===== src/aes_settings.svh =====
// ~~~~~~~~~~~~~~~~~~~~~~~~~~~~~~~~~~~~~~~~
// AES-128 accelerator sizes and the AXI4-Lite register map
// ~~~~~~~~~~~~~~~~~~~~~~~~~~~~~~~~~~~~~~~~
`ifndef AES_SETTINGS_SVH
`define AES_SETTINGS_SVH

`define AES_KEY_BYTES    16
`define AES_NUM_ROUNDS   10
`define AES_BLOCK_BYTES  16

// byte addresses, each group of four words is 16-byte aligned
`define AES_ADDR_BITS    8
`define AES_ADDR_CTRL    8'h00
`define AES_ADDR_STATUS  8'h04
`define AES_ADDR_KEY     8'h10
`define AES_ADDR_TEXT    8'h20
`define AES_ADDR_CIPHER  8'h30

`endif


===== src/AesPkg.sv =====
// ~~~~~~~~~~~~~~~~~~~~~~~~~~~~~~~~~~~~~~~~
// AES-128 types, FSM encodings, S-box and GF(2^8) helpers
// ~~~~~~~~~~~~~~~~~~~~~~~~~~~~~~~~~~~~~~~~
`include "aes_settings.svh"

package AesPkg;

    typedef logic [7:0] byte_t;

    // byte 0 of a column sits in the top bits, as in FIPS-197
    typedef byte_t [0:3] column_t;
    typedef column_t [0:`AES_BLOCK_BYTES/4-1] state_t;
    typedef column_t [0:`AES_KEY_BYTES/4-1] key_t;
    typedef state_t [0:`AES_NUM_ROUNDS] roundKeys_t;

    typedef enum logic {ENC_IDLE, ENC_RUN} encState_t;
    typedef enum logic {WR_IDLE, WR_RESP} axiWrState_t;
    typedef enum logic {RD_IDLE, RD_DATA} axiRdState_t;

    // forward S-box, entry 0 in the most significant byte
    localparam byte_t [0:255] sbox = {
        128'h637c777bf26b6fc53001672bfed7ab76,
        128'hca82c97dfa5947f0add4a2af9ca472c0,
        128'hb7fd9326363ff7cc34a5e5f171d83115,
        128'h04c723c31896059a071280e2eb27b275,
        128'h09832c1a1b6e5aa0523bd6b329e32f84,
        128'h53d100ed20fcb15b6acbbe394a4c58cf,
        128'hd0efaafb434d338545f9027f503c9fa8,
        128'h51a3408f929d38f5bcb6da2110fff3d2,
        128'hcd0c13ec5f974417c4a77e3d645d1973,
        128'h60814fdc222a908846eeb814de5e0bdb,
        128'he0323a0a4906245cc2d3ac629195e479,
        128'he7c8376d8dd54ea96c56f4ea657aae08,
        128'hba78252e1ca6b4c6e8dd741f4bbd8b8a,
        128'h703eb5664803f60e613557b986c11d9e,
        128'he1f8981169d98e949b1e87e9ce5528df,
        128'h8ca1890dbfe6426841992d0fb054bb16
    };

    // multiply by x modulo the AES polynomial
    function automatic byte_t xtime(input byte_t b);
        return {b[6:0], 1'b0} ^ (b[7] ? 8'h1b : 8'h00);
    endfunction

    function automatic column_t subWord(input column_t c);
        column_t s;
        for (int i = 0; i < 4; i++)
            s[i] = sbox[c[i]];
        return s;
    endfunction

endpackage


===== src/AesRound.sv =====
// ~~~~~~~~~~~~~~~~~~~~~~~~~~~~~~~~~~~~~~~~
// one AES cipher round, purely combinational
// ~~~~~~~~~~~~~~~~~~~~~~~~~~~~~~~~~~~~~~~~
`timescale 1ns/100ps

module AesRound
    import AesPkg::*;
(
    input  state_t stateIn,
    input  state_t roundKey,
    input  logic   lastRound,
    output state_t stateOut
);

    state_t subbed;
    state_t shifted;
    state_t mixed;

    // row b of column c takes the byte from column c+b
    function automatic state_t shiftRows(input state_t s);
        state_t r;
        for (int c = 0; c < 4; c++)
            for (int b = 0; b < 4; b++)
                r[c][b] = s[(c + b) % 4][b];
        return r;
    endfunction

    // each output byte is 2*a[i] ^ 3*a[i+1] ^ a[i+2] ^ a[i+3]
    function automatic column_t mixColumn(input column_t a);
        column_t m;
        for (int i = 0; i < 4; i++)
        begin
            m[i] = xtime(a[i]) ^ xtime(a[(i + 1) % 4]) ^ a[(i + 1) % 4]
                 ^ a[(i + 2) % 4] ^ a[(i + 3) % 4];
        end
        return m;
    endfunction

    always_comb
    begin
        for (int c = 0; c < 4; c++)
            subbed[c] = subWord(stateIn[c]);
        shifted = shiftRows(subbed);
        for (int c = 0; c < 4; c++)
            mixed[c] = mixColumn(shifted[c]);
    end

    // final round skips MixColumns
    assign stateOut = (lastRound ? shifted : mixed) ^ roundKey;

endmodule


===== src/AesEncrypt.sv =====
// ~~~~~~~~~~~~~~~~~~~~~~~~~~~~~~~~~~~~~~~~
// iterative AES-128 encryption engine, one round per clock
// ~~~~~~~~~~~~~~~~~~~~~~~~~~~~~~~~~~~~~~~~
`timescale 1ns/100ps
`include "aes_settings.svh"

module AesEncrypt
    import AesPkg::*;
(
    input  logic       clock,
    input  logic       rstN,
    input  logic       start,
    input  state_t     plainText,
    input  roundKeys_t roundKeys,
    output state_t     cipherText,
    output logic       busy,
    output logic       done
);

    localparam logic [3:0] LAST_ROUND = 4'(`AES_NUM_ROUNDS);

    encState_t  encState;
    logic [3:0] round;
    logic       lastRound;
    state_t     stateReg;
    state_t     roundOut;

    assign busy      = (encState == ENC_RUN);
    assign lastRound = (round == LAST_ROUND);

    AesRound i_AesRound (
        .stateIn   (stateReg),
        .roundKey  (roundKeys[round]),
        .lastRound (lastRound),
        .stateOut  (roundOut)
    );

    always_ff @(posedge clock)
    begin
        if (!rstN)
        begin
            encState   <= ENC_IDLE;
            round      <= '0;
            done       <= 1'b0;
            cipherText <= '0;
        end
        else
        begin
            done <= 1'b0;
            case (encState)
                ENC_IDLE:
                    if (start)
                    begin
                        encState <= ENC_RUN;
                        round    <= 4'd1;
                    end
                ENC_RUN:
                    if (lastRound)
                    begin
                        // result held here until the next block completes
                        encState   <= ENC_IDLE;
                        round      <= '0;
                        done       <= 1'b1;
                        cipherText <= roundOut;
                    end
                    else
                    begin
                        round <= round + 4'd1;
                    end
            endcase
        end
    end

    // initial AddRoundKey on start, then one round per cycle
    always_ff @(posedge clock)
    begin
        if (encState == ENC_IDLE && start)
            stateReg <= plainText ^ roundKeys[0];
        else if (busy)
            stateReg <= roundOut;
    end

endmodule


===== config.mk =====
export PLATFORM = sky130hd
export DESIGN_NAME = AesEncrypt
export DESIGN_NICKNAME = d
export VERILOG_FILES = /design/src/AesPkg.sv /design/src/AesRound.sv /design/src/AesEncrypt.sv
export VERILOG_INCLUDE_DIRS = /design/src
export SDC_FILE = /design/constraint.sdc
export NUM_CORES = 2
export LEC_CHECK = 0
export BUFFER_PORTS_ARGS = -buffer_cell sky130_fd_sc_hd__buf_4
export CAP_MARGIN = 25
export CORE_AREA = 3 3 654 656
export DETAILED_ROUTE_END_ITERATION = 6
export DIE_AREA = 0 0 657 659
export PLACE_DENSITY = 0.45
export SLEW_MARGIN = 20
export SYNTH_ARGS = -nofsm -noshare
export SYNTH_HDL_FRONTEND = slang
export SYNTH_SLANG_ARGS = --single-unit

===== constraint.sdc =====
create_clock -name clock -period 11.5 [get_ports clock]
set_clock_uncertainty 0.2 [all_clocks]
set_input_delay 1.15 -clock clock [delete_from_list [all_inputs] [get_ports clock]]
set_output_delay 1.15 -clock clock [all_outputs]
set_load 0.01 [all_outputs]

==> flow_metrics.env <==
export IMPL_core_area_sq_mm=0.4228
export IMPL_cp_slowest_cell="nor2b_1"
export IMPL_synth_area_sq_mm=0.08298
export IMPL_worstSetupStartpoint="stateReg[73]"
export IMPL_synthAdderAreaFrac_pct=3.525
export IMPL_worst_pin_slew_ns=1.235
export IMPL_area_growth_pct=22.01
export IMPL_die_h_microns=659
export IMPL_initial_core_util_pct=19.63
export IMPL_grt_ovfl_total=0
export IMPL_clkTransAtPathRegs_ns=0.06
export IMPL_grt_pass1_wl_microns=972300
export IMPL_remaining_drc_errors=6
export IMPL_ys_async_sr_fraction_pct=0
export IMPL_cts_root_buf="clkbuf_16"
export IMPL_synthesis_nets=13160
export IMPL_die_x_microns=657
export IMPL_fin_nets=13930
export IMPL_period_share_pct=54.48
export IMPL_grt_pass1_vias=98170
export IMPL_final_area_sq_mm=0.1013
export IMPL_crit_path_end_kind="flip-flop"
export IMPL_port_buffers=1668
export IMPL_synth_top_family_by_area="compound AO/OA/AOI/OAI gates"
export IMPL_drtPass1Iterations=7
export IMPL_dp_hpwl_microns=605700
export IMPL_synth_seq_area_share_pct=7.865
export IMPL_htreeDepth=2
export IMPL_cap_violations=0
export IMPL_synth_main_ff_cell="dfxtp_1"
export IMPL_syn_inst=11390
export IMPL_ys_types=124
export IMPL_relSlewSlack_pct=17.42
export IMPL_post_cts_setup_buffer_count=0
export IMPL_wl_per_cell_microns=41.78
export IMPL_rsz0062_at_grt="false"
export IMPL_drive_gt1_share_pct=23.32
export IMPL_io_pin_count=1669
export IMPL_fin_crit_ns=6.265
export IMPL_synth_edf_count=128
export IMPL_clock_latency_ns=0.70
export IMPL_reg2reg_from="stateReg[73]"
export IMPL_critPathMaxStageDelay_ns=0.75
export IMPL_post_cts_resized=0
export IMPL_crit_buf_inv=2
export IMPL_synth_simple_area_share_pct=21.21
export IMPL_setup_violations=0
export IMPL_status="finished, violations left"
export IMPL_finalMaxSlewViolations=0
export IMPL_synthMuxAreaShare_pct=16.48
export IMPL_start_kind="flip-flop"
export IMPL_die_area_sq_mm=0.4330
export IMPL_antenna_left=0
export IMPL_path_cells="buf_4 -> inv_1 -> ha_1 -> nor2b_1 -> nand2_1 -> nand2_1 -> o22ai_1 -> mux4_2 -> mux2i_2 -> xnor2_1 -> xnor2_1 -> xnor2_1 -> o21ai_1"
export IMPL_max_freq_mhz=159.6
export IMPL_cp_arrival_ns=6.49
export IMPL_critPathMaxFanout=34
export IMPL_cpMostUsedCell="xnor2_1"
export IMPL_drt_iter0_drc=19250
export IMPL_grt_max_degree=101
export IMPL_tns_ns=0
export IMPL_via_count=108100
export IMPL_final_cell_mix="2035 x buf_4, 976 x a21oi_1, 940 x nand2_1"
export IMPL_crit_required_ns=11.72
export IMPL_place_area_sq_mm=0.09963
export IMPL_antenna_found_initial=259
export IMPL_clock_path_buffers=3
export IMPL_whs_ns=0.2624
export IMPL_cts_hold_buf=0
export IMPL_cts_sinks=262
export IMPL_finalHoldViolCount=0
export IMPL_worstHoldStart="cipherText[89]"
export IMPL_cts_tree="done"
export IMPL_cts_made_buffers=41
export IMPL_synth_xor_area_share_pct=9.314
export IMPL_timing_critical_path_max_delay_family="simple AND/OR/NAND/NOR gates"
export IMPL_path_class="reg2reg"
export IMPL_globalplace_congestion=1.065
export IMPL_hp_class="reg2reg"
export IMPL_core_rowCount=239
export IMPL_final_common_cell="buf_4"
export IMPL_drt_total_wl_microns=750500
export IMPL_grt_usage_pct=32.68
export IMPL_synth_seq_cells=262
export IMPL_ys_warn_count=0
export IMPL_avgSynthCellArea_sq_um=7.285
export IMPL_viasPerCell=6.020
export IMPL_violations="DRC"
export IMPL_synth_compound_area_share_pct=33.41
==> area by class of cell <==
class | instances | area, sq um
fill | 47670 | 321600
multi-input combinational | 9635 | 69940
timing repair buffer | 2046 | 15470
tap | 5663 | 7086
sequential | 262 | 6541
clock buffer | 52 | 1130
inverter | 168 | 630.6
antenna | 113 | 282.8
clock inverter | 23 | 170.2
==> kinds of logic (layout without fill, tap and decap cells) <==
| family | Yosys count | count (layout) |
|---|---|---|
| compound gates | 4127 | 4127 |
| simple gates | 3635 | 3635 |
| buf+inv | 1494 | 2289 |
| xor+xnor | 835 | 835 |
| mux | 804 | 804 |
| flops | 262 | 262 |
| fa+ha+maj | 234 | 234 |
| other cells | 0 | 113 |
==> Yosys cell counts (233+ instances only) <==
library cell	number	area, sq um
a21oi_1	977	4890
nand2_1	944	3543
nor2_1	861	3232
o21ai_0	854	4274
clkbuf_1	631	2369
xnor2_1	513	4493
mux4_2	442	9955
buf_2	421	2107
nand3_1	340	1702
nand2b_1	338	2115
nor3_1	337	1687
mux2i_1	333	3333
xor2_1	284	2487
nor2b_1	261	1633
ha_1	233	2915
==> sequential cells by signal, summed over array words and instances, names as in the netlist <==
register / count
busy: 1
done: 1
stateReg: 128
round: 4
cipherText: 128
==> through the flow <==
step           worst slack [ns]  instances  utilization [%]
6_report                  5.235      17960            23.95
3_5_place_dp              5.561      17770            23.56
4_1_cts                   5.554      17850            23.87
5_1_grt                   5.179      17910            23.91
3_3_place_gp              5.294      17760            23.53
2_1_floorplan             6.920      11390                -
==> worst register-to-register path, stage by stage (launching register included) <==
cell and delay, ns:
edfxtp_1 0.60, buf_4 0.51, inv_1 0.45, ha_1 0.70
nor2b_1 0.75, nand2_1 0.32, nand2_1 0.16, o22ai_1 0.08
mux4_2 0.48, mux2i_2 0.61, xnor2_1 0.33, xnor2_1 0.24
xnor2_1 0.15, o21ai_1 0.44
==> path summary, 6_finish.rpt <==
check	cells past startpoint	end	slack, ns
max	13	stateReg[14]	5.23
min	2	cipherText[89]	0.26
max reg2reg	13	stateReg[14]	5.23
min reg2reg	2	cipherText[89]	0.26
==> metal layers <==
metal  GRT usage [%]  vias to the layer above  part of all wire (%)  wire length [microns]
met5               0                        -                 0.072                    539
met1           41.07                    53530                    39                 290600
li1                -                    44820                     -                      -
met2           48.91                     8200                    43                 319000
met3           8.636                     1505                    10                  78470
met4           21.83                       84                   8.3                  61950
Power is not shown: default switching activity piles up to over one toggle a cycle in this logic, so the estimate is an artifact.
