## src/aes_settings.svh

```systemverilog
// ~~~~~~~~~~~~~~~~~~~~~~~~~~~~~~~~~~~~~~~~
// AES-128 accelerator sizes and the AXI4-Lite register map
// ~~~~~~~~~~~~~~~~~~~~~~~~~~~~~~~~~~~~~~~~
`ifndef AES_SETTINGS_SVH
`define AES_SETTINGS_SVH

`define AES_KEY_BYTES    16
`define AES_NUM_ROUNDS   10
`define AES_BLOCK_BYTES  16

// byte addresses, each group of four words is 16-byte aligned
`define AES_ADDR_BITS    8
`define AES_ADDR_CTRL    8'h00
`define AES_ADDR_STATUS  8'h04
`define AES_ADDR_KEY     8'h10
`define AES_ADDR_TEXT    8'h20
`define AES_ADDR_CIPHER  8'h30

`endif

```

## src/AesPkg.sv

```systemverilog
// ~~~~~~~~~~~~~~~~~~~~~~~~~~~~~~~~~~~~~~~~
// AES-128 types, FSM encodings, S-box and GF(2^8) helpers
// ~~~~~~~~~~~~~~~~~~~~~~~~~~~~~~~~~~~~~~~~
`include "aes_settings.svh"

package AesPkg;

    typedef logic [7:0] byte_t;

    // byte 0 of a column sits in the top bits, as in FIPS-197
    typedef byte_t [0:3] column_t;
    typedef column_t [0:`AES_BLOCK_BYTES/4-1] state_t;
    typedef column_t [0:`AES_KEY_BYTES/4-1] key_t;
    typedef state_t [0:`AES_NUM_ROUNDS] roundKeys_t;

    typedef enum logic {ENC_IDLE, ENC_RUN} encState_t;
    typedef enum logic {WR_IDLE, WR_RESP} axiWrState_t;
    typedef enum logic {RD_IDLE, RD_DATA} axiRdState_t;

    // forward S-box, entry 0 in the most significant byte
    localparam byte_t [0:255] sbox = {
        128'h637c777bf26b6fc53001672bfed7ab76,
        128'hca82c97dfa5947f0add4a2af9ca472c0,
        128'hb7fd9326363ff7cc34a5e5f171d83115,
        128'h04c723c31896059a071280e2eb27b275,
        128'h09832c1a1b6e5aa0523bd6b329e32f84,
        128'h53d100ed20fcb15b6acbbe394a4c58cf,
        128'hd0efaafb434d338545f9027f503c9fa8,
        128'h51a3408f929d38f5bcb6da2110fff3d2,
        128'hcd0c13ec5f974417c4a77e3d645d1973,
        128'h60814fdc222a908846eeb814de5e0bdb,
        128'he0323a0a4906245cc2d3ac629195e479,
        128'he7c8376d8dd54ea96c56f4ea657aae08,
        128'hba78252e1ca6b4c6e8dd741f4bbd8b8a,
        128'h703eb5664803f60e613557b986c11d9e,
        128'he1f8981169d98e949b1e87e9ce5528df,
        128'h8ca1890dbfe6426841992d0fb054bb16
    };

    // multiply by x modulo the AES polynomial
    function automatic byte_t xtime(input byte_t b);
        return {b[6:0], 1'b0} ^ (b[7] ? 8'h1b : 8'h00);
    endfunction

    function automatic column_t subWord(input column_t c);
        column_t s;
        for (int i = 0; i < 4; i++)
            s[i] = sbox[c[i]];
        return s;
    endfunction

endpackage

```

## src/AesAxiSlave.sv

```systemverilog
// ~~~~~~~~~~~~~~~~~~~~~~~~~~~~~~~~~~~~~~~~
// AXI4-Lite register block for the AES engine
// key, plaintext, control, status and ciphertext words
// ~~~~~~~~~~~~~~~~~~~~~~~~~~~~~~~~~~~~~~~~
`timescale 1ns/100ps
`include "aes_settings.svh"

module AesAxiSlave
    import AesPkg::*;
(
    input  logic                      clock,
    input  logic                      rstN,
    input  logic [`AES_ADDR_BITS-1:0] awaddr,
    input  logic                      awvalid,
    output logic                      awready,
    input  logic [31:0]               wdata,
    input  logic [3:0]                wstrb,
    input  logic                      wvalid,
    output logic                      wready,
    output logic [1:0]                bresp,
    output logic                      bvalid,
    input  logic                      bready,
    input  logic [`AES_ADDR_BITS-1:0] araddr,
    input  logic                      arvalid,
    output logic                      arready,
    output logic [31:0]               rdata,
    output logic [1:0]                rresp,
    output logic                      rvalid,
    input  logic                      rready,
    input  state_t                    cipherText,
    input  logic                      busy,
    input  logic                      done,
    output key_t                      keyReg,
    output state_t                    textReg,
    output logic                      start
);

    localparam logic [1:0] RESP_OKAY = 2'b00;

    axiWrState_t               wrState;
    axiRdState_t               rdState;
    logic [`AES_ADDR_BITS-1:0] wrAddr;
    logic [`AES_ADDR_BITS-1:0] rdAddr;
    logic                      wrFire;
    logic                      locked;
    logic                      doneFlag;
    logic [31:0]               rdWord;

    function automatic logic inGroup(input logic [`AES_ADDR_BITS-1:0] addr,
                                     input logic [`AES_ADDR_BITS-1:0] base);
        return addr[`AES_ADDR_BITS-1:4] == base[`AES_ADDR_BITS-1:4];
    endfunction

    // byte lanes within a word are ignored
    assign wrAddr = {awaddr[`AES_ADDR_BITS-1:2], 2'b00};
    assign rdAddr = {araddr[`AES_ADDR_BITS-1:2], 2'b00};
    assign wrFire = awvalid && awready && wvalid && wready;
    // a pending start counts as busy, the engine has not raised busy yet
    assign locked = busy || start;
    assign bresp  = RESP_OKAY;
    assign rresp  = RESP_OKAY;

    always_ff @(posedge clock)
    begin
        if (!rstN)
        begin
            wrState <= WR_IDLE;
            awready <= 1'b0;
            wready  <= 1'b0;
            bvalid  <= 1'b0;
        end
        else
        begin
            case (wrState)
                WR_IDLE:
                    if (wrFire)
                    begin
                        awready <= 1'b0;
                        wready  <= 1'b0;
                        bvalid  <= 1'b1;
                        wrState <= WR_RESP;
                    end
                    else if (awvalid && wvalid)
                    begin
                        awready <= 1'b1;
                        wready  <= 1'b1;
                    end
                WR_RESP:
                    if (bready)
                    begin
                        bvalid  <= 1'b0;
                        wrState <= WR_IDLE;
                    end
            endcase
        end
    end

    // register writes, a write with no strobes set changes nothing
    always_ff @(posedge clock)
    begin
        if (!rstN)
        begin
            keyReg   <= '0;
            textReg  <= '0;
            start    <= 1'b0;
            doneFlag <= 1'b0;
        end
        else
        begin
            start <= 1'b0;
            if (wrFire && |wstrb && !locked)
            begin
                if (wrAddr == `AES_ADDR_CTRL)
                    start <= wdata[0];
                else if (inGroup(wrAddr, `AES_ADDR_KEY))
                    keyReg[wrAddr[3:2]] <= wdata;
                else if (inGroup(wrAddr, `AES_ADDR_TEXT))
                    textReg[wrAddr[3:2]] <= wdata;
            end
            // sticky done, cleared by the next start
            if (start)
                doneFlag <= 1'b0;
            else if (done)
                doneFlag <= 1'b1;
        end
    end

    always_comb
    begin
        rdWord = '0;
        if (rdAddr == `AES_ADDR_STATUS)
            rdWord = {30'b0, doneFlag, busy};
        else if (inGroup(rdAddr, `AES_ADDR_KEY))
            rdWord = keyReg[rdAddr[3:2]];
        else if (inGroup(rdAddr, `AES_ADDR_TEXT))
            rdWord = textReg[rdAddr[3:2]];
        else if (inGroup(rdAddr, `AES_ADDR_CIPHER))
            rdWord = cipherText[rdAddr[3:2]];
    end

    always_ff @(posedge clock)
    begin
        if (!rstN)
        begin
            rdState <= RD_IDLE;
            arready <= 1'b0;
            rvalid  <= 1'b0;
        end
        else
        begin
            case (rdState)
                RD_IDLE:
                    if (arvalid && arready)
                    begin
                        arready <= 1'b0;
                        rvalid  <= 1'b1;
                        rdState <= RD_DATA;
                    end
                    else if (arvalid)
                    begin
                        arready <= 1'b1;
                    end
                RD_DATA:
                    if (rready)
                    begin
                        rvalid  <= 1'b0;
                        rdState <= RD_IDLE;
                    end
            endcase
        end
    end

    // read data captured on the address handshake
    always_ff @(posedge clock)
    begin
        if (arvalid && arready)
            rdata <= rdWord;
    end

endmodule

```

## config.mk

```make
export PLATFORM = sky130hd
export DESIGN_NAME = AesAxiSlave
export DESIGN_NICKNAME = d
export VERILOG_FILES = /design/src/AesPkg.sv /design/src/AesAxiSlave.sv
export VERILOG_INCLUDE_DIRS = /design/src
export SDC_FILE = /design/constraint.sdc
export NUM_CORES = 1
export LEC_CHECK = 0
export ABC_AREA = 1
export BUFFER_PORTS_ARGS = -buffer_cell sky130_fd_sc_hd__buf_2
export CAP_MARGIN = 20
export CORE_ASPECT_RATIO = 0.5
export CORE_UTILIZATION = 56
export DETAILED_ROUTE_END_ITERATION = 8
export PLACE_DENSITY = 0.87
export SYNTH_ARGS = -nofsm -noshare
export SYNTH_HDL_FRONTEND = slang
export SYNTH_SLANG_ARGS = --single-unit
```

## constraint.sdc

```tcl
create_clock -name clock -period 3.9 [get_ports clock]
set_input_delay 1.17 -clock clock [delete_from_list [all_inputs] [get_ports clock]]
set_output_delay 1.17 -clock clock [all_outputs]
set_load 0.02 [all_outputs]
```

==> flow_summary.yaml, run 1 <==
status:
  outcome: "finished, final reports clean"
floorplan:
  io-pin-count: 487
  rows: 42
  die_height_microns: 119
  core_area_sq_um: 26600
  start_util_pct: 57.4
  die_area_sq_um: 28000
  die_w_microns: 235
clocking:
  num_cts_buffers: 27
  clkSlewWorstSetupHoldPaths_ns: 0.07
  ctsResizeCount: 0
  max-clock-path-buffers: 3
  cts_tree: "done"
  post_cts_hold_fix_bufs: 0
  h-tree-depth: 1
  post_cts.repair.setup_buffers: 0
  clkSinkCount: 296
  worst_skew_pair.late_latency_ns: 0.54
  clock-root-buffer: "sky130_fd_sc_hd__clkbuf_16"
worst_setup_path:
  crit_path_max_fanout: 36
  reg2reg_setup_slack_ns: 1.69
  r2r_cells: 7
  setup.worst_path.end_class: "flip-flop"
  setup.worst_path.class: "in2reg"
  timing.critical_path.arrival_ns: 3.03
  timing.critical_path.required_ns: 4.37
  worst_r2r_startpoint: "wready"
  crit_path_start_kind: "input pin"
  crit-reg2reg-capture: "keyReg[74]"
routing:
  wl_microns: 51900
  route.detailed.drc: 0
  drtPass1Iterations: 6
  routed_vias: 16700
  vias_per_cell: 5.29
  routed_wire_length_per_instance_microns: 16.5
  post_route_ant_nets: 0
  dr.first_iter.drc_count: 1881
timing:
  timing.final.hold_violations: 0
  fin_worst_skew_ns: 0.0135
  unrepaired_setup_endpoints_after_global_routing: "false"
  fin_setup_tns_ns: 0
  clock.fmax_ghz: 0.391
  final_min_period_over_clock_period_pct: 65.5
  final_period_minus_worst_setup_slack_ns: 2.56
  timing.final.setup_violations: 0
  hold-worst-slack_ns: 0.475
  max-slew-margin-rel_pct: 28.3
  worst_slew_pin_slew_ns: 1.07
  maxSlewViolCount: 0
pwr:
  power.share.combinational_pct: 8.9
  peakVddDrop_mv: 0.342
  power.switching_mw: 1.62
  power.density_cell_area_nw_per_um2: 349
  internal-power_mw: 4.81
  total_leakage_power_nw: 10.4
  sequentialPowerShare_pct: 48.3
  fin_total_pwr_mw: 6.43
  clkPwrFrac_pct: 42.8
  swShare_pct: 25.3
yosys:
  synthTopCellsByCount: "sky130_fd_sc_hd__nand2_1 (633), sky130_fd_sc_hd__nor2_1 (600), sky130_fd_sc_hd__inv_1 (269)"
  synth_warnings: 0
  postSynthAreaPerCell_sq_um: 6.31
  async_reset_ff_share_pct: 0
  post-synth-top-area-fraction_pct: 34.6
  ys_seq_area_share_pct: 40.9
  syn-instance-count: 2420
  number_of_synthesized_flops_with_an_enable_pin: 32
  synth-seq-cells: 296
  synth_ff_type: "sky130_fd_sc_hd__dfxtp_1"
  synth_most_common_cell: "sky130_fd_sc_hd__nand2_1"
  synth_area_leaders: "sky130_fd_sc_hd__dfxtp_1 (35%), sky130_fd_sc_hd__nand2_1 (16%), sky130_fd_sc_hd__nor2_1 (15%)"
  synth_top_cell_by_area: "sky130_fd_sc_hd__dfxtp_1"
  synth_area_sq_um: 15300
  post_synth_num_cell_types: 27
worst_hold_path:
  hold_path_depth: 1
  holdCritPathClass: "reg2reg"
  endpoint_with_the_worst_hold_slack: "doneFlag"
  worst_hold_startpoint: "start"
grt:
  vias_in_the_first_global_route: 14800
  grtUsageTotal_pct: 35.8
  grt_pass1_wl_microns: 79900
  grt_start_max_net_pins: 98
  overflow: 0
  grt_antenna_before_repair: 2
placed_design:
  port_buffer_cells: 478
  dpl.hpwl_microns: 34400
  gp_congestion: 0.953
  placedCellCount: 3093
final_layout:
  num-nets-final: 2964
  post_route_cells_drive_above_1_share_pct: 20.5
  synthToLayoutAreaGrowth_pct: 20.7
  final_cell_count_no_fill: 3148
  final_core_utilization_pct: 69.3
flow_run:
  max_cap_violations: 0
[layer usage]
layer / share of wire [%] / track usage (%) / up-vias
li1: - / - / 8085
met5: 0 / 0 / -
met1: 40 / 46.9 / 7393
met4: 4.8 / 16.1 / 0
met2: 46 / 59.3 / 996
met3: 10 / 4.79 / 179
[area by class of cell]
class / count / area [sq um]
fill: 2267 / 8170
multi-input combinational: 1669 / 7040
sequential: 296 / 6250
timing repair buffer: 509 / 2780
inverter: 272 / 1020
clock buffer: 34 / 732
tap: 352 / 440
clock inverter: 14 / 156
antenna: 2 / 5.00
[critical path: stages]
cell	delay, ns
sky130_fd_sc_hd__buf_2	0.09
sky130_fd_sc_hd__inv_1	0.05
sky130_fd_sc_hd__nand2_1	0.16
sky130_fd_sc_hd__nor2_4	0.27
sky130_fd_sc_hd__nand4_4	0.59
sky130_fd_sc_hd__buf_4	0.45
sky130_fd_sc_hd__nand2_1	0.07
sky130_fd_sc_hd__nand2_1	0.04
sky130_fd_sc_hd__nor2_1	0.10
[per-stage QoR]
stage | setup WS, ns | instance area, sq um
2_1_floorplan | 1.51 | 15300
6_report | 1.34 | 18400
4_1_cts | 1.20 | 18300
3_3_place_gp | 0.738 | 17400
3_5_place_dp | 0.636 | 17400
5_1_grt | 1.22 | 18400
[logic make-up (layout without fill, tap and decap cells)]
kind of cell / Yosys count / after routing / synth area share [%]
and+or+nand+nor: 1323 / 1323 / 34.4
buffers and inverters: 458 / 829 / 13.2
AOI/OAI and AO/OA: 342 / 342 / 11.5
DFF: 296 / 296 / 40.9
other: 1 / 6 / 0.0246
[power by group through the flow]
stage	clock network, mW	registers (mW)	logic, mW
floorplan	0	3.20	0.314
global placement	0	3.17	0.551
detailed placement	0	3.17	0.557
CTS	2.76	3.10	0.559
global route	2.90	3.10	0.619
finish	2.76	3.10	0.572
[worst max path at each step]
stage,start,to,slack (ns)
after floorplan,araddr[2],rdata[26],1.51
after global placement,busy,textReg[55],0.74
after detailed placement,awaddr[6],textReg[54],0.64
after CTS,busy,textReg[54],1.20
after global routing,busy,keyReg[77],1.22
final,awaddr[6],keyReg[74],1.34
[registers in the layout, indices dropped and copies added, names as in the netlist]
register / count
wrState: 1
textReg: 128
arready: 1
rdState: 1
rdata: 32
rvalid: 1
wready: 1
start: 1
doneFlag: 1
keyReg: 128
bvalid: 1
[cell usage in the layout, fill, tap and decap left out, types with 3 or more instances in the layout]
master	synthesis	layout
sky130_fd_sc_hd__o21ai_0	188	188
sky130_fd_sc_hd__edfxtp_1	32	32
sky130_fd_sc_hd__buf_4	5	21
sky130_fd_sc_hd__nand4_1	5	5
sky130_fd_sc_hd__clkinv_2	0	9
sky130_fd_sc_hd__inv_1	269	268
sky130_fd_sc_hd__nor2_4	2	5
sky130_fd_sc_hd__conb_1	1	4
sky130_fd_sc_hd__clkbuf_1	79	4
sky130_fd_sc_hd__bufinv_16	0	3
sky130_fd_sc_hd__a21oi_1	123	123
sky130_fd_sc_hd__dfxtp_1	264	264
sky130_fd_sc_hd__o22ai_1	30	30
sky130_fd_sc_hd__clkbuf_16	0	27
sky130_fd_sc_hd__nand3_1	68	68
sky130_fd_sc_hd__clkbuf_8	0	3
sky130_fd_sc_hd__nor3_1	3	3
sky130_fd_sc_hd__nand2_1	633	633
sky130_fd_sc_hd__buf_12	0	11
sky130_fd_sc_hd__buf_2	53	475
sky130_fd_sc_hd__nand4_4	8	8
sky130_fd_sc_hd__nor2_1	600	597
No activity file was read; power rests on OpenSTA's default activity.
==> run 2, diff against run 1 <==
--- a/config.mk
+++ b/config.mk
@@ -10,9 +10,9 @@
 export BUFFER_PORTS_ARGS = -buffer_cell sky130_fd_sc_hd__buf_2
 export CAP_MARGIN = 20
 export CORE_ASPECT_RATIO = 0.5
-export CORE_UTILIZATION = 56
+export CORE_UTILIZATION = 52
 export DETAILED_ROUTE_END_ITERATION = 8
-export PLACE_DENSITY = 0.87
+export PLACE_DENSITY = 0.81
 export SYNTH_ARGS = -nofsm -noshare
 export SYNTH_HDL_FRONTEND = slang
 export SYNTH_SLANG_ARGS = --single-unit
==> constraint.sdc (replaced) <==
create_clock -name clock -period 2.4 [get_ports clock]
set_input_delay 0.72 -clock clock [delete_from_list [all_inputs] [get_ports clock]]
set_output_delay 0.72 -clock clock [all_outputs]
set_load 0.02 [all_outputs]
==> flow_summary.yaml, run 2 (same netlist as run 1, synthesis figures left out) <==
pwr:
  total_leakage_power_nw: 10.6
  sequentialPowerShare_pct: 47.0
  power.share.combinational_pct: 9.0
  clkPwrFrac_pct: 44.0
  peakVddDrop_mv: 0.445
  swShare_pct: 24.8
  internal-power_mw: 8.07
  power.density_cell_area_nw_per_um2: 569
  fin_total_pwr_mw: 10.7
  power.switching_mw: 2.66
timing:
  timing.final.hold_violations: 0
  unrepaired_setup_endpoints_after_global_routing: "false"
  clock.fmax_ghz: 0.529
  fin_setup_tns_ns: 0
  final_period_minus_worst_setup_slack_ns: 1.89
  worst_slew_pin_slew_ns: 0.610
  hold-worst-slack_ns: 0.358
  fin_ws_ns: 0.509
  maxSlewViolCount: 0
  fin_worst_skew_ns: 0.0125
  timing.final.setup_violations: 0
  max-slew-margin-rel_pct: 59.3
  final_min_period_over_clock_period_pct: 78.8
clocking:
  clock-root-buffer: "sky130_fd_sc_hd__clkbuf_16"
  h-tree-depth: 1
  clkSinkCount: 296
  ctsResizeCount: 0
  clkSlewWorstSetupHoldPaths_ns: 0.07
  cts_tree: "done"
  post_cts_hold_fix_bufs: 0
  num_cts_buffers: 27
  worst_skew_pair.late_latency_ns: 0.55
  max-clock-path-buffers: 3
  post_cts.repair.setup_buffers: 0
worst_setup_path:
  timing.critical_path.required_ns: 1.68
  critical_path.cell_chain: "buf_2"
  number_of_buffer_and_inverter_instances_along_the_worst_setup_path: 1
  r2r_cells: 8
  crit_path_top_delay_cell: "sky130_fd_sc_hd__edfxtp_1"
  worst_r2r_startpoint: "wready"
  critical-path-max-stage-delay_ns: 0.43
  crit_path_start_kind: "flip-flop"
  reg2reg_setup_slack_ns: 0.74
  crit-reg2reg-capture: "textReg[70]"
  crit_path_max_fanout: 1
  crit_cells: 1
  critPathLaunch: "rdata[16]"
  critical_path.top_delay_family: "flip-flops"
  timing.critical_path.arrival_ns: 1.17
  setup.worst_path.class: "reg2out"
  critical_path.endpoint: "rdata[16]"
  setup.worst_path.end_class: "primary output"
grt:
  globalRoute.busiestLayer: "met2"
  grt_util_met1_pct: 45.4
  grt_antenna_before_repair: 4
  use_met2_pct: 55.4
  vias_in_the_first_global_route: 14200
  grtUsageTotal_pct: 33.6
  grt_pass1_wl_microns: 79400
  grt_start_max_net_pins: 87
  grt_use_met3_pct: 3.84
  overflow: 0
placed_design:
  placement_setup_slack_ns: 0.293
  dpl.hpwl_microns: 36200
  placedInstanceArea_sq_um: 17900
  port_buffer_cells: 478
  gp_congestion: 0.921
floorplan:
  core_area_sq_um: 28200
  die_area_sq_um: 30100
  rows: 43
  die_height_microns: 123
  io-pin-count: 487
  start_util_pct: 54.0
  die_w_microns: 244
routing:
  dr.first_iter.drc_count: 1807
  wl_microns: 52900
  routed_wire_length_per_instance_microns: 16.5
  drtPass1Iterations: 6
  vias_per_cell: 5.21
  route.detailed.drc: 0
  post_route_ant_nets: 0
  routed_vias: 16700
final_layout:
  top_regs: "keyReg: 128 flops, textReg: 128 flops, rdata: 32 flops"
  post_route_cells_drive_above_1_share_pct: 21.0
  num-nets-final: 2980
  fillerInstances: 2538
  most-common-layout-cells: "sky130_fd_sc_hd__nand2_1 (633), sky130_fd_sc_hd__nor2_1 (597), sky130_fd_sc_hd__buf_2 (475)"
  mostFrequentLayoutCell: "sky130_fd_sc_hd__nand2_1"
  final_area_sq_um: 18800
  synthToLayoutAreaGrowth_pct: 23.5
worst_hold_path:
  holdCritPathClass: "in2reg"
  hold_path_depth: 2
status:
  outcome: "finished, final reports clean"
flow_run:
  max_cap_violations: 0
[run 2: worst min path at each step]
stage,from,to
after floorplan,rdState,rdState
after global placement,rvalid,rvalid
after detailed placement,start,doneFlag
after CTS,awaddr[5],start
after global routing,awaddr[5],start
final,awaddr[5],start
[run 2: power by group through the flow]
stage / logic [mW] / clock network [mW] / registers [mW]
floorplan: 0.510 / 0 / 5.20
global placement: 0.933 / 0 / 5.16
detailed placement: 0.939 / 0 / 5.16
CTS: 0.946 / 4.77 / 5.04
global route: 1.04 / 4.98 / 5.04
finish: 0.964 / 4.72 / 5.04
[run 2: area by class of cell]
| class | count | area [sq um] | share of cell area (%) |
|---|---|---|---|
| flip-flops and latches | 296 | 6250 | 33.1 |
| diodes | 4 | 10.0 | 0.0531 |
| clock buffers | 37 | 785 | 4.16 |
| inverters | 272 | 1020 | 5.44 |
| well taps | 382 | 478 | 2.54 |
| clock inverters | 12 | 165 | 0.876 |
| repair buffers | 525 | 3100 | 16.5 |
| multi-input cells | 1669 | 7040 | 37.3 |
[run 2: per-stage QoR]
step | util (%) | cells
detailed placement | 63.3 | 3144
CTS | 66.7 | 3193
floorplan | - | 2423
global route | 66.7 | 3197
finish | 66.7 | 3197
global placement | 63.3 | 3144
[run 2: layer usage]
layer  share of wire [%]  vias up
met4                 3.8        0
met1                  41     7555
li1                    -     8116
met2                  47      847
met5                   0        -
met3                 8.2      139
==> run 3, diff against run 2 <==
--- a/config.mk
+++ b/config.mk
@@ -6,13 +6,13 @@
 export SDC_FILE = /design/constraint.sdc
 export NUM_CORES = 1
 export LEC_CHECK = 0
-export ABC_AREA = 1
+export ABC_AREA = 0
 export BUFFER_PORTS_ARGS = -buffer_cell sky130_fd_sc_hd__buf_2
 export CAP_MARGIN = 20
 export CORE_ASPECT_RATIO = 0.5
-export CORE_UTILIZATION = 52
+export CORE_UTILIZATION = 46
 export DETAILED_ROUTE_END_ITERATION = 8
-export PLACE_DENSITY = 0.81
+export PLACE_DENSITY = 0.77
 export SYNTH_ARGS = -nofsm -noshare
 export SYNTH_HDL_FRONTEND = slang
 export SYNTH_SLANG_ARGS = --single-unit
==> constraint.sdc (replaced) <==
create_clock -name clock -period 1.6 [get_ports clock]
set_input_delay 0.48 -clock clock [delete_from_list [all_inputs] [get_ports clock]]
set_output_delay 0.48 -clock clock [all_outputs]
set_load 0.02 [all_outputs]
==> flow_summary.yaml, run 3 <==
final_layout:
  top_regs: "keyReg: 128 flops, textReg: 128 flops, rdata: 32 flops"
  num-nets-final: 2102
  synthToLayoutAreaGrowth_pct: 43.7
  area_taken_by_flip_flops_and_latches_sq_um: 6400
  post_route_cells_drive_above_1_share_pct: 49.9
  mostFrequentLayoutCell: "sky130_fd_sc_hd__buf_2"
  multi_input_area_sq_um: 7600
  final_core_utilization_pct: 68.6
  most-common-layout-cells: "sky130_fd_sc_hd__buf_2 (275), sky130_fd_sc_hd__buf_4 (269), sky130_fd_sc_hd__nand2_1 (198)"
  fillerInstances: 2108
status:
  outcome: "complete, but fails checks"
  violations: "setup timing"
floorplan:
  io-pin-count: 487
  die_w_microns: 250
  core_area_sq_um: 29600
  die_area_sq_um: 31500
  start_util_pct: 47.7
  rows: 44
  die_height_microns: 126
yosys:
  synthTopCellsByCount: "sky130_fd_sc_hd__dfxtp_1 (264), sky130_fd_sc_hd__nand2_1 (198), sky130_fd_sc_hd__o21ai_0 (162)"
  post_synth_num_cell_types: 36
  synth_top_cell_by_area: "sky130_fd_sc_hd__dfxtp_1"
  synth-seq-cells: 296
  syn-instance-count: 1393
  synth_warnings: 0
  number_of_synthesized_flops_with_an_enable_pin: 32
  synth_most_common_cell: "sky130_fd_sc_hd__dfxtp_1"
  synth_area_leaders: "sky130_fd_sc_hd__dfxtp_1 (37%), sky130_fd_sc_hd__mux4_2 (15%), sky130_fd_sc_hd__mux2i_1 (9.2%)"
  async_reset_ff_share_pct: 0
  postSynthAreaPerCell_sq_um: 10.1
  post-synth-top-area-fraction_pct: 37.4
  synth_area_sq_um: 14100
  synth_ff_type: "sky130_fd_sc_hd__dfxtp_1"
  ys_seq_area_share_pct: 44.2
placed_design:
  port_buffer_cells: 478
  dpl.hpwl_microns: 42500
  gp_congestion: 1.01
timing:
  final_period_minus_worst_setup_slack_ns: 1.97
  fin_ws_ns: -0.372
  final_min_period_over_clock_period_pct: 123
  clock.fmax_ghz: 0.507
  timing.final.hold_violations: 0
  unrepaired_setup_endpoints_after_global_routing: "true"
  timing.final.setup_violations: 270
  fin_worst_skew_ns: 0.0186
  fin_setup_tns_ns: -63.74
  maxSlewViolCount: 0
flow_run:
  max_cap_violations: 0
routing:
  wl_microns: 61500
  vias_per_cell: 6.32
  drtPass1Iterations: 6
  routed_vias: 14700
  post_route_ant_nets: 0
  route.detailed.drc: 0
  routed_wire_length_per_instance_microns: 26.4
  dr.first_iter.drc_count: 2349
clocking:
  max-clock-path-buffers: 3
  clkSlewWorstSetupHoldPaths_ns: 0.07
  post_cts_hold_fix_bufs: 0
  h-tree-depth: 1
  worst_skew_pair.late_latency_ns: 0.56
  clkSinkCount: 296
  cts_tree: "done"
  num_cts_buffers: 28
  clock-root-buffer: "sky130_fd_sc_hd__clkbuf_16"
worst_setup_path:
  setup.worst_path.class: "reg2reg"
  timing.critical_path.arrival_ns: 2.40
  crit_path_max_fanout: 8
  crit_path_start_kind: "flip-flop"
  timing.critical_path.required_ns: 2.03
  setup.worst_path.end_class: "flip-flop"
  r2r_cells: 6
grt:
  vias_in_the_first_global_route: 13200
  grt_start_max_net_pins: 61
  grt_antenna_before_repair: 7
  grt_pass1_wl_microns: 84000
  overflow: 0
  grtUsageTotal_pct: 35.3
pwr:
  peakVddDrop_mv: 0.628
  power.density_cell_area_nw_per_um2: 786
  total_leakage_power_nw: 9.11
worst_hold_path:
  holdCritPathClass: "in2reg"
  hold_path_depth: 4
run 3: area by class of cell:
class / count / share of cell area [%]
clock inverters: 2 / 0.0493
diodes: 4 / 0.0493
flip-flops and latches: 296 / 31.5
repair buffers: 628 / 24.2
clock buffers: 45 / 4.32
well taps: 391 / 2.41
inverters: 3 / 0.0554
multi-input cells: 956 / 37.4
run 3: power breakdown:
part / internal (mW) / total, mW / switching [mW]
combinational: 0.746 / 1.73 / 0.980
sequential: 7.55 / 7.58 / 0.0325
clock: 3.72 / 6.65 / 2.94
total: 12.0 / 16.0 / 3.95
run 3: timing repair:
item,4_1_cts,5_1_grt
pin swaps,4,2
resized for setup,120,498
setup endpoints to repair,362,476
cloned,5,19
buffers inserted,2,2
run 3: metal layers:
metal  vias to the layer above  part of all wire, %  track usage (%)
met5                         -                0.054                0
met4                         6                  4.4             11.4
met3                       237                   13             10.9
met2                      1166                   44             52.5
met1                      7146                   38             49.0
li1                       6140                    -                -
run 3: critical path, cell delays in order (launching register included):
cell and delay, ns:
sky130_fd_sc_hd__dfxtp_2 0.35, sky130_fd_sc_hd__nand4b_1 0.19, sky130_fd_sc_hd__buf_6 0.16, sky130_fd_sc_hd__or4_4 0.65, sky130_fd_sc_hd__clkbuf_16 0.22, sky130_fd_sc_hd__o21ai_1 0.15, sky130_fd_sc_hd__a21boi_0 0.12
run 3: metrics by stage:
stage	area, sq um	power, mW	std cells	setup slack [ns]	hold slack [ns]
floorplan	14400	8.56	1396	-0.261	0.470
global placement	17800	9.32	2246	-0.785	0.453
detailed placement	17800	9.33	2246	-0.827	0.458
CTS	18900	15.8	2300	-0.280	0.198
global route	20300	16.3	2323	-0.370	0.217
finish	20300	16.0	2325	-0.372	0.203
run 3: logic make-up after synthesis:
| logic type | count (synthesis) | synth area share [%] |
|---|---|---|
| buffers and inverters | 146 | 4.65 |
| flip-flops | 296 | 44.2 |
| AO/OA/AOI/OAI | 351 | 14.9 |
| XOR/XNOR | 2 | 0.124 |
| multiplexers | 226 | 24.3 |
| AND/OR/NAND/NOR | 371 | 11.8 |
| other | 1 | 0.0265 |
run 3: final timing paths:
path / startpoint / to / slack, ns
worst max-delay path: start / keyReg[80] / -0.37
worst min-delay path: rready / rvalid / 0.20
worst max register to register: start / keyReg[80] / -0.37
worst min register to register: rvalid / rvalid / 0.46
